===== src/include/lc3b_defines.svh =====
`ifndef LC3B_DEFINES_SVH
`define LC3B_DEFINES_SVH

// Data and instruction word width
`define LC3B_WORD_W 16

// Register file size
`define LC3B_NUM_REGS 8

// Bits needed to index one register
`define LC3B_REG_W 3

`endif

===== src/lc3b_types.sv =====
`include "lc3b_defines.svh"

package lc3b_types;

typedef logic [`LC3B_WORD_W-1:0] lc3b_word;
typedef logic [`LC3B_REG_W-1:0] lc3b_reg;

// LC-3b opcode field, bits 15:12
typedef enum logic [3:0] {
	op_br   = 4'b0000,
	op_add  = 4'b0001,
	op_ldb  = 4'b0010,
	op_stb  = 4'b0011,
	op_jsr  = 4'b0100,
	op_and  = 4'b0101,
	op_ldr  = 4'b0110,
	op_str  = 4'b0111,
	op_rti  = 4'b1000,
	op_not  = 4'b1001,
	op_ldi  = 4'b1010,
	op_sti  = 4'b1011,
	op_jmp  = 4'b1100,
	op_shf  = 4'b1101,
	op_lea  = 4'b1110,
	op_trap = 4'b1111
} lc3b_opcode;

typedef enum logic [1:0] {
	alu_add,
	alu_and,
	alu_not,
	alu_pass
} lc3b_aluop;

// Operate layout, also used by SHF (imm is the A bit)
typedef struct packed {
	lc3b_opcode opcode;
	lc3b_reg dr;
	lc3b_reg sr1;
	logic imm;
	logic [4:0] sr2_imm5;
} lc3b_inst_op;

// LDR/STR layout
typedef struct packed {
	lc3b_opcode opcode;
	lc3b_reg dr_sr;
	lc3b_reg base;
	logic [5:0] offset6;
} lc3b_inst_off6;

// BR/LEA layout
typedef struct packed {
	lc3b_opcode opcode;
	logic [2:0] nzp_dr;
	logic [8:0] offset9;
} lc3b_inst_off9;

typedef union packed {
	lc3b_inst_op op;
	lc3b_inst_off6 off6;
	lc3b_inst_off9 off9;
} lc3b_inst;

typedef struct packed {
	lc3b_opcode opcode;
	logic load_cc;
	logic load_regfile;
	logic storemux_sel_two;
	// 00 register B, 01 offset6, 10 imm5
	logic [1:0] alumux_sel;
	// 000 ALU, 001 memory, 010 address adder, 101 shifter
	logic [2:0] regfilemux_sel;
	// 00 imm5, 01 offset6 << 1, 10 offset9 << 1
	logic [1:0] immmux_sel;
	// Address adder base, 0 is PC + 2, 1 is register A
	logic br_addmux_sel;
	logic branch;
	lc3b_aluop alu_op;
	logic mem_read;
	logic mem_write;
	logic [1:0] mem_byte_enable;
} lc3b_control_word;

typedef struct packed {
	lc3b_inst inst;
	lc3b_word pc;
} lc3b_fetch_pkt;

typedef struct packed {
	lc3b_control_word ctrl;
	lc3b_inst inst;
	lc3b_word pc;
	lc3b_word src_a;
	lc3b_word src_b;
	lc3b_word imm;
} lc3b_dx_pkt;

typedef struct packed {
	logic en;
	lc3b_reg dest;
	lc3b_word value;
} lc3b_wb_t;

typedef struct packed {
	lc3b_word pc;
	lc3b_opcode opcode;
	logic wb_en;
	lc3b_reg dest;
	lc3b_word result;
	logic [2:0] cc;
	logic mem_read;
	logic mem_write;
	lc3b_word mem_addr;
	lc3b_word mem_wdata;
	logic br_taken;
	lc3b_word br_target;
} lc3b_retire_pkt;

endpackage : lc3b_types


===== src/lc3b_core.sv =====
`timescale 1ns/1ps

module lc3b_core import lc3b_types::*; (
	input logic clk,
	input logic arst_n,
	input logic in_valid,
	output logic in_ready,
	input lc3b_fetch_pkt in_pkt,
	output logic out_valid,
	input logic out_ready,
	output lc3b_retire_pkt out_pkt
);

// Decode to execute handshake
logic dx_valid;
logic dx_ready;
lc3b_dx_pkt dx_pkt;
// Write-back path back into decode
lc3b_wb_t wb;

decode_stage decode_i (
	.clk(clk),
	.arst_n(arst_n),
	.in_valid(in_valid),
	.in_ready(in_ready),
	.in_pkt(in_pkt),
	.dx_valid(dx_valid),
	.dx_ready(dx_ready),
	.dx_pkt(dx_pkt),
	.wb(wb)
);

execute_stage execute_i (
	.clk(clk),
	.arst_n(arst_n),
	.dx_valid(dx_valid),
	.dx_ready(dx_ready),
	.dx_pkt(dx_pkt),
	.wb(wb),
	.out_valid(out_valid),
	.out_ready(out_ready),
	.out_pkt(out_pkt)
);

endmodule : lc3b_core


===== src/execute_stage.sv =====
`timescale 1ns/1ps

`include "lc3b_defines.svh"

module execute_stage import lc3b_types::*; (
	input logic clk,
	input logic arst_n,
	input logic dx_valid,
	output logic dx_ready,
	input lc3b_dx_pkt dx_pkt,
	output lc3b_wb_t wb,
	output logic out_valid,
	input logic out_ready,
	output lc3b_retire_pkt out_pkt
);

lc3b_control_word ctrl;
lc3b_word alu_b;
lc3b_word alu_out;
lc3b_word shf_out;
lc3b_word pc_next;
lc3b_word addr_base;
lc3b_word addr_out;
lc3b_word result;
logic [2:0] cc;
logic [2:0] cc_new;
logic [2:0] cc_next;
logic dx_fire;
logic br_taken;
lc3b_retire_pkt ret;

assign ctrl = dx_pkt.ctrl;

// Retire register free when empty or draining
assign dx_ready = !out_valid || out_ready;
assign dx_fire = dx_valid && dx_ready;

// ALU, second operand is register B or the extended immediate
assign alu_b = (ctrl.alumux_sel == 2'b00) ? dx_pkt.src_b : dx_pkt.imm;

always_comb begin
	case (ctrl.alu_op)
		alu_add: alu_out = dx_pkt.src_a + alu_b;
		alu_and: alu_out = dx_pkt.src_a & alu_b;
		alu_not: alu_out = ~dx_pkt.src_a;
		default: alu_out = dx_pkt.src_a;
	endcase
end

// Shifter: bit 4 picks left, bit 5 makes a right shift arithmetic
always_comb begin
	if (dx_pkt.inst.op.sr2_imm5[4])
		shf_out = dx_pkt.src_a << dx_pkt.inst.op.sr2_imm5[3:0];
	else if (dx_pkt.inst.op.imm)
		shf_out = lc3b_word'($signed(dx_pkt.src_a) >>> dx_pkt.inst.op.sr2_imm5[3:0]);
	else
		shf_out = dx_pkt.src_a >> dx_pkt.inst.op.sr2_imm5[3:0];
end

// Address adder for LDR/STR, LEA and BR
assign pc_next = dx_pkt.pc + lc3b_word'(2);
assign addr_base = ctrl.br_addmux_sel ? dx_pkt.src_a : pc_next;
assign addr_out = addr_base + dx_pkt.imm;

always_comb begin
	case (ctrl.regfilemux_sel)
		3'b010: result = addr_out;
		3'b101: result = shf_out;
		default: result = alu_out;
	endcase
end

// Condition codes
assign cc_new = result[`LC3B_WORD_W-1] ? 3'b100 :
	(result == '0) ? 3'b010 : 3'b001;
assign cc_next = ctrl.load_cc ? cc_new : cc;

always_ff @(posedge clk or negedge arst_n) begin
	if (!arst_n)
		cc <= 3'b010;
	else if (dx_fire)
		cc <= cc_next;
end

// Codes already hold every older instruction
assign br_taken = ctrl.branch && |(dx_pkt.inst.off9.nzp_dr & cc);

// Write-back only in the transfer cycle
always_comb begin
	wb.en = dx_fire && ctrl.load_regfile;
	wb.dest = dx_pkt.inst.op.dr;
	wb.value = result;
end

always_comb begin
	ret.pc = dx_pkt.pc;
	ret.opcode = dx_pkt.inst.op.opcode;
	ret.wb_en = ctrl.load_regfile;
	ret.dest = dx_pkt.inst.op.dr;
	ret.result = result;
	ret.cc = cc_next;
	ret.mem_read = ctrl.mem_read;
	ret.mem_write = ctrl.mem_write;
	// Request fields zero unless used
	ret.mem_addr = (ctrl.mem_read || ctrl.mem_write) ? addr_out : '0;
	ret.mem_wdata = ctrl.mem_write ? dx_pkt.src_b : '0;
	ret.br_taken = br_taken;
	ret.br_target = ctrl.branch ? addr_out : '0;
end

// Retire register
always_ff @(posedge clk or negedge arst_n) begin
	if (!arst_n)
		out_valid <= 1'b0;
	else if (dx_fire)
		out_valid <= 1'b1;
	else if (out_ready)
		out_valid <= 1'b0;
end

always_ff @(posedge clk) begin
	if (dx_fire)
		out_pkt <= ret;
end

out_hold: assert property (
	@(posedge clk) disable iff (!arst_n)
	(out_valid && !out_ready) |=> (out_valid && $stable(out_pkt))
);

endmodule : execute_stage


===== src/decode_stage.sv =====
`timescale 1ns/1ps

module decode_stage import lc3b_types::*; (
	input logic clk,
	input logic arst_n,
	input logic in_valid,
	output logic in_ready,
	input lc3b_fetch_pkt in_pkt,
	output logic dx_valid,
	input logic dx_ready,
	output lc3b_dx_pkt dx_pkt,
	input lc3b_wb_t wb
);

lc3b_control_word ctrl;
lc3b_inst inst;
lc3b_reg rd_a;
lc3b_reg rd_b;
lc3b_word val_a;
lc3b_word val_b;
lc3b_word src_a;
lc3b_word src_b;
lc3b_word imm;
logic accept;

assign inst = in_pkt.inst;

control_rom control_rom_i (
	.inst(inst),
	.ctrl(ctrl)
);

// Port A is sr1, which is also the base field
// Port B is sr2, or the STR source register
assign rd_a = inst.op.sr1;
assign rd_b = ctrl.storemux_sel_two ? inst.off6.dr_sr : inst.op.sr2_imm5[2:0];

regfile regfile_i (
	.clk(clk),
	.arst_n(arst_n),
	.rd_a(rd_a),
	.rd_b(rd_b),
	.val_a(val_a),
	.val_b(val_b),
	.wb(wb)
);

// Bypass the value being written at this edge
assign src_a = (wb.en && wb.dest == rd_a) ? wb.value : val_a;
assign src_b = (wb.en && wb.dest == rd_b) ? wb.value : val_b;

// Immediate extension
always_comb begin
	case (ctrl.immmux_sel)
		2'b00: imm = lc3b_word'($signed(inst.op.sr2_imm5));
		2'b01: imm = lc3b_word'($signed({inst.off6.offset6, 1'b0}));
		2'b10: imm = lc3b_word'($signed({inst.off9.offset9, 1'b0}));
		default: imm = '0;
	endcase
end

// Register is free when empty or draining this cycle
assign in_ready = !dx_valid || dx_ready;
assign accept = in_valid && in_ready;

always_ff @(posedge clk or negedge arst_n) begin
	if (!arst_n)
		dx_valid <= 1'b0;
	else if (accept)
		dx_valid <= 1'b1;
	else if (dx_ready)
		dx_valid <= 1'b0;
end

always_ff @(posedge clk) begin
	if (accept) begin
		dx_pkt.ctrl <= ctrl;
		dx_pkt.inst <= inst;
		dx_pkt.pc <= in_pkt.pc;
		dx_pkt.src_a <= src_a;
		dx_pkt.src_b <= src_b;
		dx_pkt.imm <= imm;
	end
end

// Stalled record must not move until execute takes it
dx_hold: assert property (
	@(posedge clk) disable iff (!arst_n)
	(dx_valid && !dx_ready) |=> (dx_valid && $stable(dx_pkt))
);

endmodule : decode_stage


===== src/regfile.sv =====
`timescale 1ns/1ps

`include "lc3b_defines.svh"

module regfile import lc3b_types::*; (
	input logic clk,
	input logic arst_n,
	input lc3b_reg rd_a,
	input lc3b_reg rd_b,
	output lc3b_word val_a,
	output lc3b_word val_b,
	input lc3b_wb_t wb
);

lc3b_word regs [`LC3B_NUM_REGS];

// One write port, driven by execute
always_ff @(posedge clk or negedge arst_n) begin
	if (!arst_n) begin
		for (int i = 0; i < `LC3B_NUM_REGS; i++) begin
			regs[i] <= '0;
		end
	end else if (wb.en) begin
		regs[wb.dest] <= wb.value;
	end
end

// Reads are combinational
// forwarding of the same-edge write lives in decode
assign val_a = regs[rd_a];
assign val_b = regs[rd_b];

// Write enable comes from the execute handshake
wb_en_known: assert property (
	@(posedge clk) disable iff (!arst_n)
	!$isunknown(wb.en)
);

endmodule : regfile


===== src/control_rom.sv =====
`timescale 1ns/1ps

module control_rom import lc3b_types::*; (
	input lc3b_word inst,
	output lc3b_control_word ctrl
);

always_comb begin
	// Defaults, overridden per opcode below
	ctrl.opcode = lc3b_opcode'(inst[15:12]);
	ctrl.load_cc = 1'b0;
	ctrl.load_regfile = 1'b0;
	ctrl.storemux_sel_two = 1'b0;
	ctrl.alumux_sel = 2'b00;
	ctrl.regfilemux_sel = 3'b000;
	ctrl.immmux_sel = 2'b00;
	ctrl.br_addmux_sel = 1'b0;
	ctrl.branch = 1'b0;
	ctrl.alu_op = alu_add;
	ctrl.mem_read = 1'b0;
	ctrl.mem_write = 1'b0;
	ctrl.mem_byte_enable = 2'b11;

	case (lc3b_opcode'(inst[15:12]))
		// DR <= SR1 + SR2 or imm5
		op_add: begin
			ctrl.alu_op = alu_add;
			ctrl.load_regfile = 1'b1;
			ctrl.load_cc = 1'b1;
			if (inst[5])
				ctrl.alumux_sel = 2'b10;
		end

		// DR <= SR1 & SR2 or imm5
		op_and: begin
			ctrl.alu_op = alu_and;
			ctrl.load_regfile = 1'b1;
			ctrl.load_cc = 1'b1;
			if (inst[5])
				ctrl.alumux_sel = 2'b10;
		end

		op_not: begin
			ctrl.alu_op = alu_not;
			ctrl.load_regfile = 1'b1;
			ctrl.load_cc = 1'b1;
		end

		// Address = base + SEXT(offset6 << 1)
		// Load data never comes back, so no register write
		op_ldr: begin
			ctrl.alumux_sel = 2'b01;
			ctrl.immmux_sel = 2'b01;
			ctrl.br_addmux_sel = 1'b1;
			ctrl.alu_op = alu_add;
			ctrl.regfilemux_sel = 3'b001;
			ctrl.mem_read = 1'b1;
		end

		// Same address, port B reads the source register
		op_str: begin
			ctrl.alumux_sel = 2'b01;
			ctrl.immmux_sel = 2'b01;
			ctrl.br_addmux_sel = 1'b1;
			ctrl.alu_op = alu_add;
			ctrl.storemux_sel_two = 1'b1;
			ctrl.mem_write = 1'b1;
		end

		// Target = PC + 2 + SEXT(offset9 << 1), taken test in execute
		op_br: begin
			ctrl.immmux_sel = 2'b10;
			ctrl.branch = 1'b1;
		end

		// Shift unit does the work
		op_shf: begin
			ctrl.regfilemux_sel = 3'b101;
			ctrl.load_regfile = 1'b1;
			ctrl.load_cc = 1'b1;
		end

		// DR <= PC + 2 + SEXT(offset9 << 1)
		op_lea: begin
			ctrl.immmux_sel = 2'b10;
			ctrl.regfilemux_sel = 3'b010;
			ctrl.load_regfile = 1'b1;
			ctrl.load_cc = 1'b1;
		end

		// Anything else is a no-op
		default: begin
			ctrl = '0;
		end
	endcase
end

endmodule : control_rom


===== config.mk =====
export PLATFORM = sky130hd
export DESIGN_NAME = lc3b_core
export DESIGN_NICKNAME = d
export VERILOG_FILES = /design/src/lc3b_types.sv /design/src/lc3b_core.sv /design/src/execute_stage.sv /design/src/decode_stage.sv /design/src/regfile.sv /design/src/control_rom.sv
export VERILOG_INCLUDE_DIRS = /design/src /design/src/include
export SDC_FILE = /design/constraint.sdc
export NUM_CORES = 1
export LEC_CHECK = 0
export BUFFER_PORTS_ARGS = -buffer_cell sky130_fd_sc_hd__buf_2
export CORE_UTILIZATION = 52
export DETAILED_ROUTE_END_ITERATION = 8
export HOLD_SLACK_MARGIN = 0.05
export PLACE_DENSITY = 0.69
export SLEW_MARGIN = 20
export SYNTH_ARGS = -nofsm -noshare
export SYNTH_HDL_FRONTEND = slang
export SYNTH_SLANG_ARGS = --single-unit

===== constraint.sdc =====
create_clock -name clk -period 6.9 [get_ports clk]
set_input_delay 1.38 -clock clk [delete_from_list [all_inputs] [get_ports clk]]
set_output_delay 1.38 -clock clk [all_outputs]
set_load 0.02 [all_outputs]

==> results of run 1 <==
## per-stage QoR
stage          setup WS, ns  instance area, µm²  total power [µW]  utilization (%)  hold slack (ns)
2_1_floorplan          1.39               17800              4100                -            0.400
3_3_place_gp           2.40               18800              4660             55.9            0.402
3_5_place_dp           2.27               18800              4720             55.9            0.406
4_1_cts                2.22               20000              6630             59.3            0.416
5_1_grt                1.83               20000              6930             59.4            0.422
6_report               2.05               20000              6640             59.4            0.416
## how the worst max path moves through the flow
stage / cells past startpoint / endpoint / startpoint
after floorplan: 6 / decode_i.dx_pkt[37] / out_ready
after global placement: 15 / execute_i.out_pkt[52] / decode_i.dx_pkt[94]
after detailed placement: 15 / execute_i.out_pkt[51] / decode_i.dx_pkt[94]
after CTS: 15 / execute_i.out_pkt[51] / decode_i.dx_pkt[93]
after global routing: 15 / execute_i.out_pkt[51] / decode_i.dx_pkt[94]
final: 15 / execute_i.out_pkt[51] / decode_i.dx_pkt[93]
## power breakdown
group	leakage, µW	switching (µW)	internal (µW)	total (µW)
Combinational	0.00393	1020	864	1890
Clock	0.000567	741	1160	1910
Sequential	0.00332	411	2440	2850
Total	0.00783	2170	4470	6640
## cell type report
type,count,area [µm²]
well taps,448,561
inverters,40,150
flip-flops and latches,310,8640
clock inverters,17,244
clock buffers,43,915
repair buffers,164,910
fillers,2697,13700
multi-input cells,1094,8540
## layout by cell type, fill, tap and decap left out, drive strengths merged, types with 17 or more instances in the layout
master	n
xor2	18
nor2b	38
nor2	155
mux4	93
a21oi	152
ha	34
a211oi	22
nor3	23
buf	163
a22oi	17
mux2i	44
o21ai	77
xnor2	35
edfxtp	177
mux2	43
dfrtp	132
nand2	107
and2	36
inv	40
clkbuf	44
## sequential cells by signal, summed over array words and instances (netlist names)
name,count
decode_i.dx_valid,1
execute_i.out_valid,1
execute_i.cc,3
decode_i.dx_pkt,83
execute_i.out_pkt,94
decode_i.regfile_i.regs,128
## cells by family (layout without fill, tap and decap cells)
| family | Yosys count | after routing | share of synthesized area [%] |
|---|---|---|---|
| compound gates | 365 | 365 | 12.7 |
| simple gates | 460 | 460 | 12.6 |
| xor+xnor | 53 | 53 | 2.61 |
| flops | 310 | 310 | 48.6 |
| buf+inv | 162 | 264 | 3.78 |
| mux | 180 | 180 | 17.1 |
| fa+ha+maj | 36 | 36 | 2.62 |
## layer usage
metal | share of wire [%] | wire (µm) | global-route usage (%) | up-vias
met2 | 49 | 25300 | 49.7 | 633
met3 | 7.7 | 3990 | 4.58 | 130
li1 | - | - | - | 6004
met5 | 0 | 0 | 0 | -
met1 | 39 | 20400 | 39.1 | 6749
met4 | 4.1 | 2140 | 12.5 | 0
## critical path, stage by stage (launching register included)
cell and delay (ns):
edfxtp_1 0.36, nor2_1 0.10, buf_4 0.26, mux2_2 0.37, ha_1 0.21, inv_1 0.08, fa_1 0.22, nor2b_1 0.07
o31ai_1 0.55, a2111oi_0 0.25, or3_1 0.38, a31oi_1 0.23, o211ai_1 0.47, or3_1 0.53, nor4_1 0.33, o22ai_1 0.14
==> metrics, run 1 <==
sequential fraction of the synthesis area 48.6%; row count between 60 and 70; CTS buffer count 34; Via density 6.39; Netlist cell types between 80 and 90; most common flop cell mapped by yosys edfxtp_1; most instantiated cells after synthesis edfxtp_1 (177), nor2_1 (154), a21oi_1 (152), dfrtp_1 (132), nand2_1 (107); area leader, netlist edfxtp_1; syn_nets 1638; Final HPWL DP 36.0 mm; Final Max Slew Viols 0; total wire length about 52 mm; Post-CTS Setup Bufs 0; Congestion Overflow GR 0; initial antenna violation count 0; H-tree levels 2; antenna cells 0; Mapped Cells 1566; area growth from synthesis to layout 12.2%; Bufs on Longest Clock Path 3; Pwr Density 333 nW/µm²; drt first pass iters 7; Worst Hold Depth 0; DR iter-0 viols 1515; post-route insts no fill 2116; global placement routability congestion between 1 and 1.5; cts-stage hold buffer count 0; maximum ir drop on the vdd rail approximately 0.00025 V; failing checks design-rule violations; reg2reg path depth 15; Critical Path AT 5.10 ns; Netlist Area Pre-Place 17800 µm²; total global-route track usage 29.8%; R2R setup slack approximately 2.0 ns; Hold Path Class reg2reg; synthesized flop and latch total slightly above 300; most numerous cell in the Yosys netlist edfxtp_1; root buf cell clkbuf_16; Final min period approximately 4.9 ns; Worst R2R End execute_i.out_pkt[51]; fraction of layout cells with a size suffix above 1 between 20% and 30%; worst skew pair latency 0.54 ns; critical path capture point type flip-flop; max_slew headroom 28.0%; EDFF count, synth approximately 180; final setup skew 0.0225 ns; Endpoint, Worst Hold execute_i.out_pkt[75]; Crit Path Max Fanout 18; Ports between 100 and 150; largest net degree at the start of global routing 86; CTS Sinks 310; status finished, violations left; die width 187 µm; WL/cell 24.5 µm; ranking of synthesized cells by area edfxtp_1 (30%), dfrtp_1 (19%), mux4_2 (11%); Worst-path clk slew 0.06 ns; final setup fails 0; routed via count 13500; asr flop ratio synth between 40% and 50%; Starting Density roughly 53%; Post-route DRC 1; Port Buffer Count between 100 and 150; Worst-Margin Slew 1.07 ns; Resized cells post-CTS 0; vias in the first global route 13200; setup TNS 0 ns; fin crit share 70.3%; RSZ-0062 raised after global routing false; Core Area 33600 µm²; final hold vios 0; Synth Warn # 0; ANT nets after route 0; HP Start decode_i.dx_pkt[77]; Die ar. 34900 µm²; top cell type's share of synthesized area 29.9%; Crit Path Category reg2reg; dpl cells 2055; Critical Path RT 7.15 ns; Final nets 1716; total of max-cap violations 0; Worst setup SP type flip-flop; fmax 0.206 GHz; Static Leakage 0.00783 µW; CTS tree yes; worst r2r src decode_i.dx_pkt[93]; Mapped Avg Cell Area 11.4 µm²; Die Y 187 µm; first-pass GRT wire length 79.3 mm
Note: power is estimated with default switching activity, not from simulation.
==> inputs of run 2 (changes only) <==
- PLACE_DENSITY: 0.69 -> 0.72
- clock period: 6.9 -> 4.4 ns (I/O delays scaled with it)
==> metrics, run 2 (synthesized netlist as in run 1, its figures left out) <==
commonest non-fill, non-tap cell in the layout edfxtp_1; Crit Path Max Fanout 7; Die Y between 150 and 200 µm; total of max-cap violations 0; worst slack at placement 0.227 ns; ANT nets after route 0; worst path cell trace and3_1 -> nand3_1 -> xor2_1 -> o21ai_0 -> ha_1 -> a21oi_2 -> o21ai_0 -> or3_1 -> a31o_2 -> a211oi_1 -> nand4_1 -> nor4_1 -> o22ai_1; DR iter-0 viols about 1600; first-pass GRT wire length 79.1 mm; CTS Sinks 310; drt first pass iters 5; Final min period ~4.2 ns; cts-stage hold buffer count 0; maximum ir drop on the vdd rail 0.000404 V; Max Used Layer met4; fraction of layout cells with a size suffix above 1 between 20% and 30%; DRT met1 WL 20.8 mm; Final Max Slew Viols 0; CP max stage cell edfxtp_1; worst skew pair latency 0.59 ns; Bufs on Longest Clock Path 3; R2R setup slack 0.24 ns; sequential power share 43.5%; Ports 132; Int Pwr between 6000 and 7000 µW; switching share of total power 33.6%; reg2reg path depth 13; worst r2r src decode_i.dx_pkt[51]; Via density 6.33; global placement routability congestion between 1 and 1.5; Resized cells post-CTS 0; total global-route track usage 29.7%; fmax between 0.2 and 0.25 GHz; Core Area 33600 µm²; Starting Density 52.9%; Final HPWL DP 37.5 mm; initial antenna violation count 0; Post-route DRC 0; Hold Path Class in2async; Critical Path AT 4.47 ns; Worst-path clk slew 0.06 ns; Hold WS 0.176 ns; max_slew headroom 29.7%; Critical Path RT 4.71 ns; largest delay contributor family on the critical path compound AO/OA/AOI/OAI gates; Comb power frac between 30% and 40%; row count 67; top flop regs decode_i.regfile_i.regs (128), execute_i.out_pkt (94), decode_i.dx_pkt (83); Port Buffer Count 131; area growth from synthesis to layout 13.3%; WL/cell 24.0 µm; Die ar. 34900 µm²; Worst-Margin Slew 1.05 ns; largest net degree at the start of global routing 78; total wire length 51.7 mm; H-tree levels 1; RSZ-0062 raised after global routing false; status complete, no violations; CTS buffer count 31; most frequent cell on the critical path o21ai_0; crit path from decode_i.dx_pkt[51]; CP bufs+invs 0; dpl cells 2095; Final nets 1753; sequential cell area 8640 µm²; Worst setup SP type flip-flop; FILL cells ~2700; Net Sw Power approximately 3400 µW; PnR worst setup slack 0.244 ns; routed via count 13600; CTS tree yes; wire length on met3 3.41 mm; die width around 190 µm; critical path capture point type flip-flop; root buf cell clkbuf_16; flip-flop count of the largest register after layout about 130; Clock power frac 25.1%; critical path depth 13; area of the multi-input gates 8540 µm²; most frequent cells in the layout edfxtp_1 (177), nor2_1 (151), a21oi_1 (151); Crit Path Category reg2reg; Pwr Density 498 nW/µm²; final hold vios 0; vias in the first global route 13100; slowest cell delay on critical path 0.49 ns; final setup skew between 0.008 and 0.009 ns; fin crit share a little over nine tenths; Post-CTS Setup Bufs 0; post-route insts no fill 2153; routed wl met2 25.2 mm; final setup fails 0; Congestion Overflow GR 0; antenna cells 0; Reg with most FFs decode_i.regfile_i.regs; Worst R2R End execute_i.out_pkt[51]; setup TNS 0 ns; worst setup path end execute_i.out_pkt[51]; Static Leakage 0.00796 µW
[run 2: worst min-delay path by stage]
stage                   startpoint                     endpoint  slack [ns]  depth (start not counted)
2_1_floorplan  decode_i.dx_pkt[76]        execute_i.out_pkt[74]        0.40                          0
3_3_place_gp   decode_i.dx_pkt[78]        execute_i.out_pkt[76]        0.40                          0
3_5_place_dp   decode_i.dx_pkt[79]        execute_i.out_pkt[77]        0.41                          0
4_1_cts        decode_i.dx_pkt[79]        execute_i.out_pkt[77]        0.42                          0
5_1_grt                     arst_n  decode_i.regfile_i.regs[90]        0.17                          1
6_report                    arst_n  decode_i.regfile_i.regs[90]        0.18                          1
[run 2: area by class of cell]
cell class                 count  share of cell area, %
sequential                   310                   42.9
multi-input combinational   1094                   42.4
timing repair buffer         204                   6.40
clock buffer                  38                   3.98
tap                          448                   2.78
clock inverter                19                  0.801
inverter                      40                  0.745
[run 2: metal layers]
layer  global-route usage (%)  vias to the layer above
met5                        0                        -
met4                     11.3                        0
met3                     3.94                      143
met2                     49.4                      615
met1                     39.8                     6778
li1                         -                     6084
[run 2: through the flow]
step                total power, µW  cell area [µm²]  utilization [%]
floorplan                      6430            17800                -
global placement               7410            19200             57.0
detailed placement             7510            19200             57.0
CTS                           10000            20100             59.8
global route                  10500            20200             59.9
finish                        10000            20200             59.9
[run 2: power groups by stage]
stage / registers [µW] / clock network, µW / logic [µW]
floorplan: 4290 / 0 / 2130
global placement: 4370 / 0 / 3040
detailed placement: 4420 / 0 / 3100
CTS: 4360 / 2570 / 3110
global route: 4440 / 2670 / 3400
finish: 4370 / 2520 / 3150
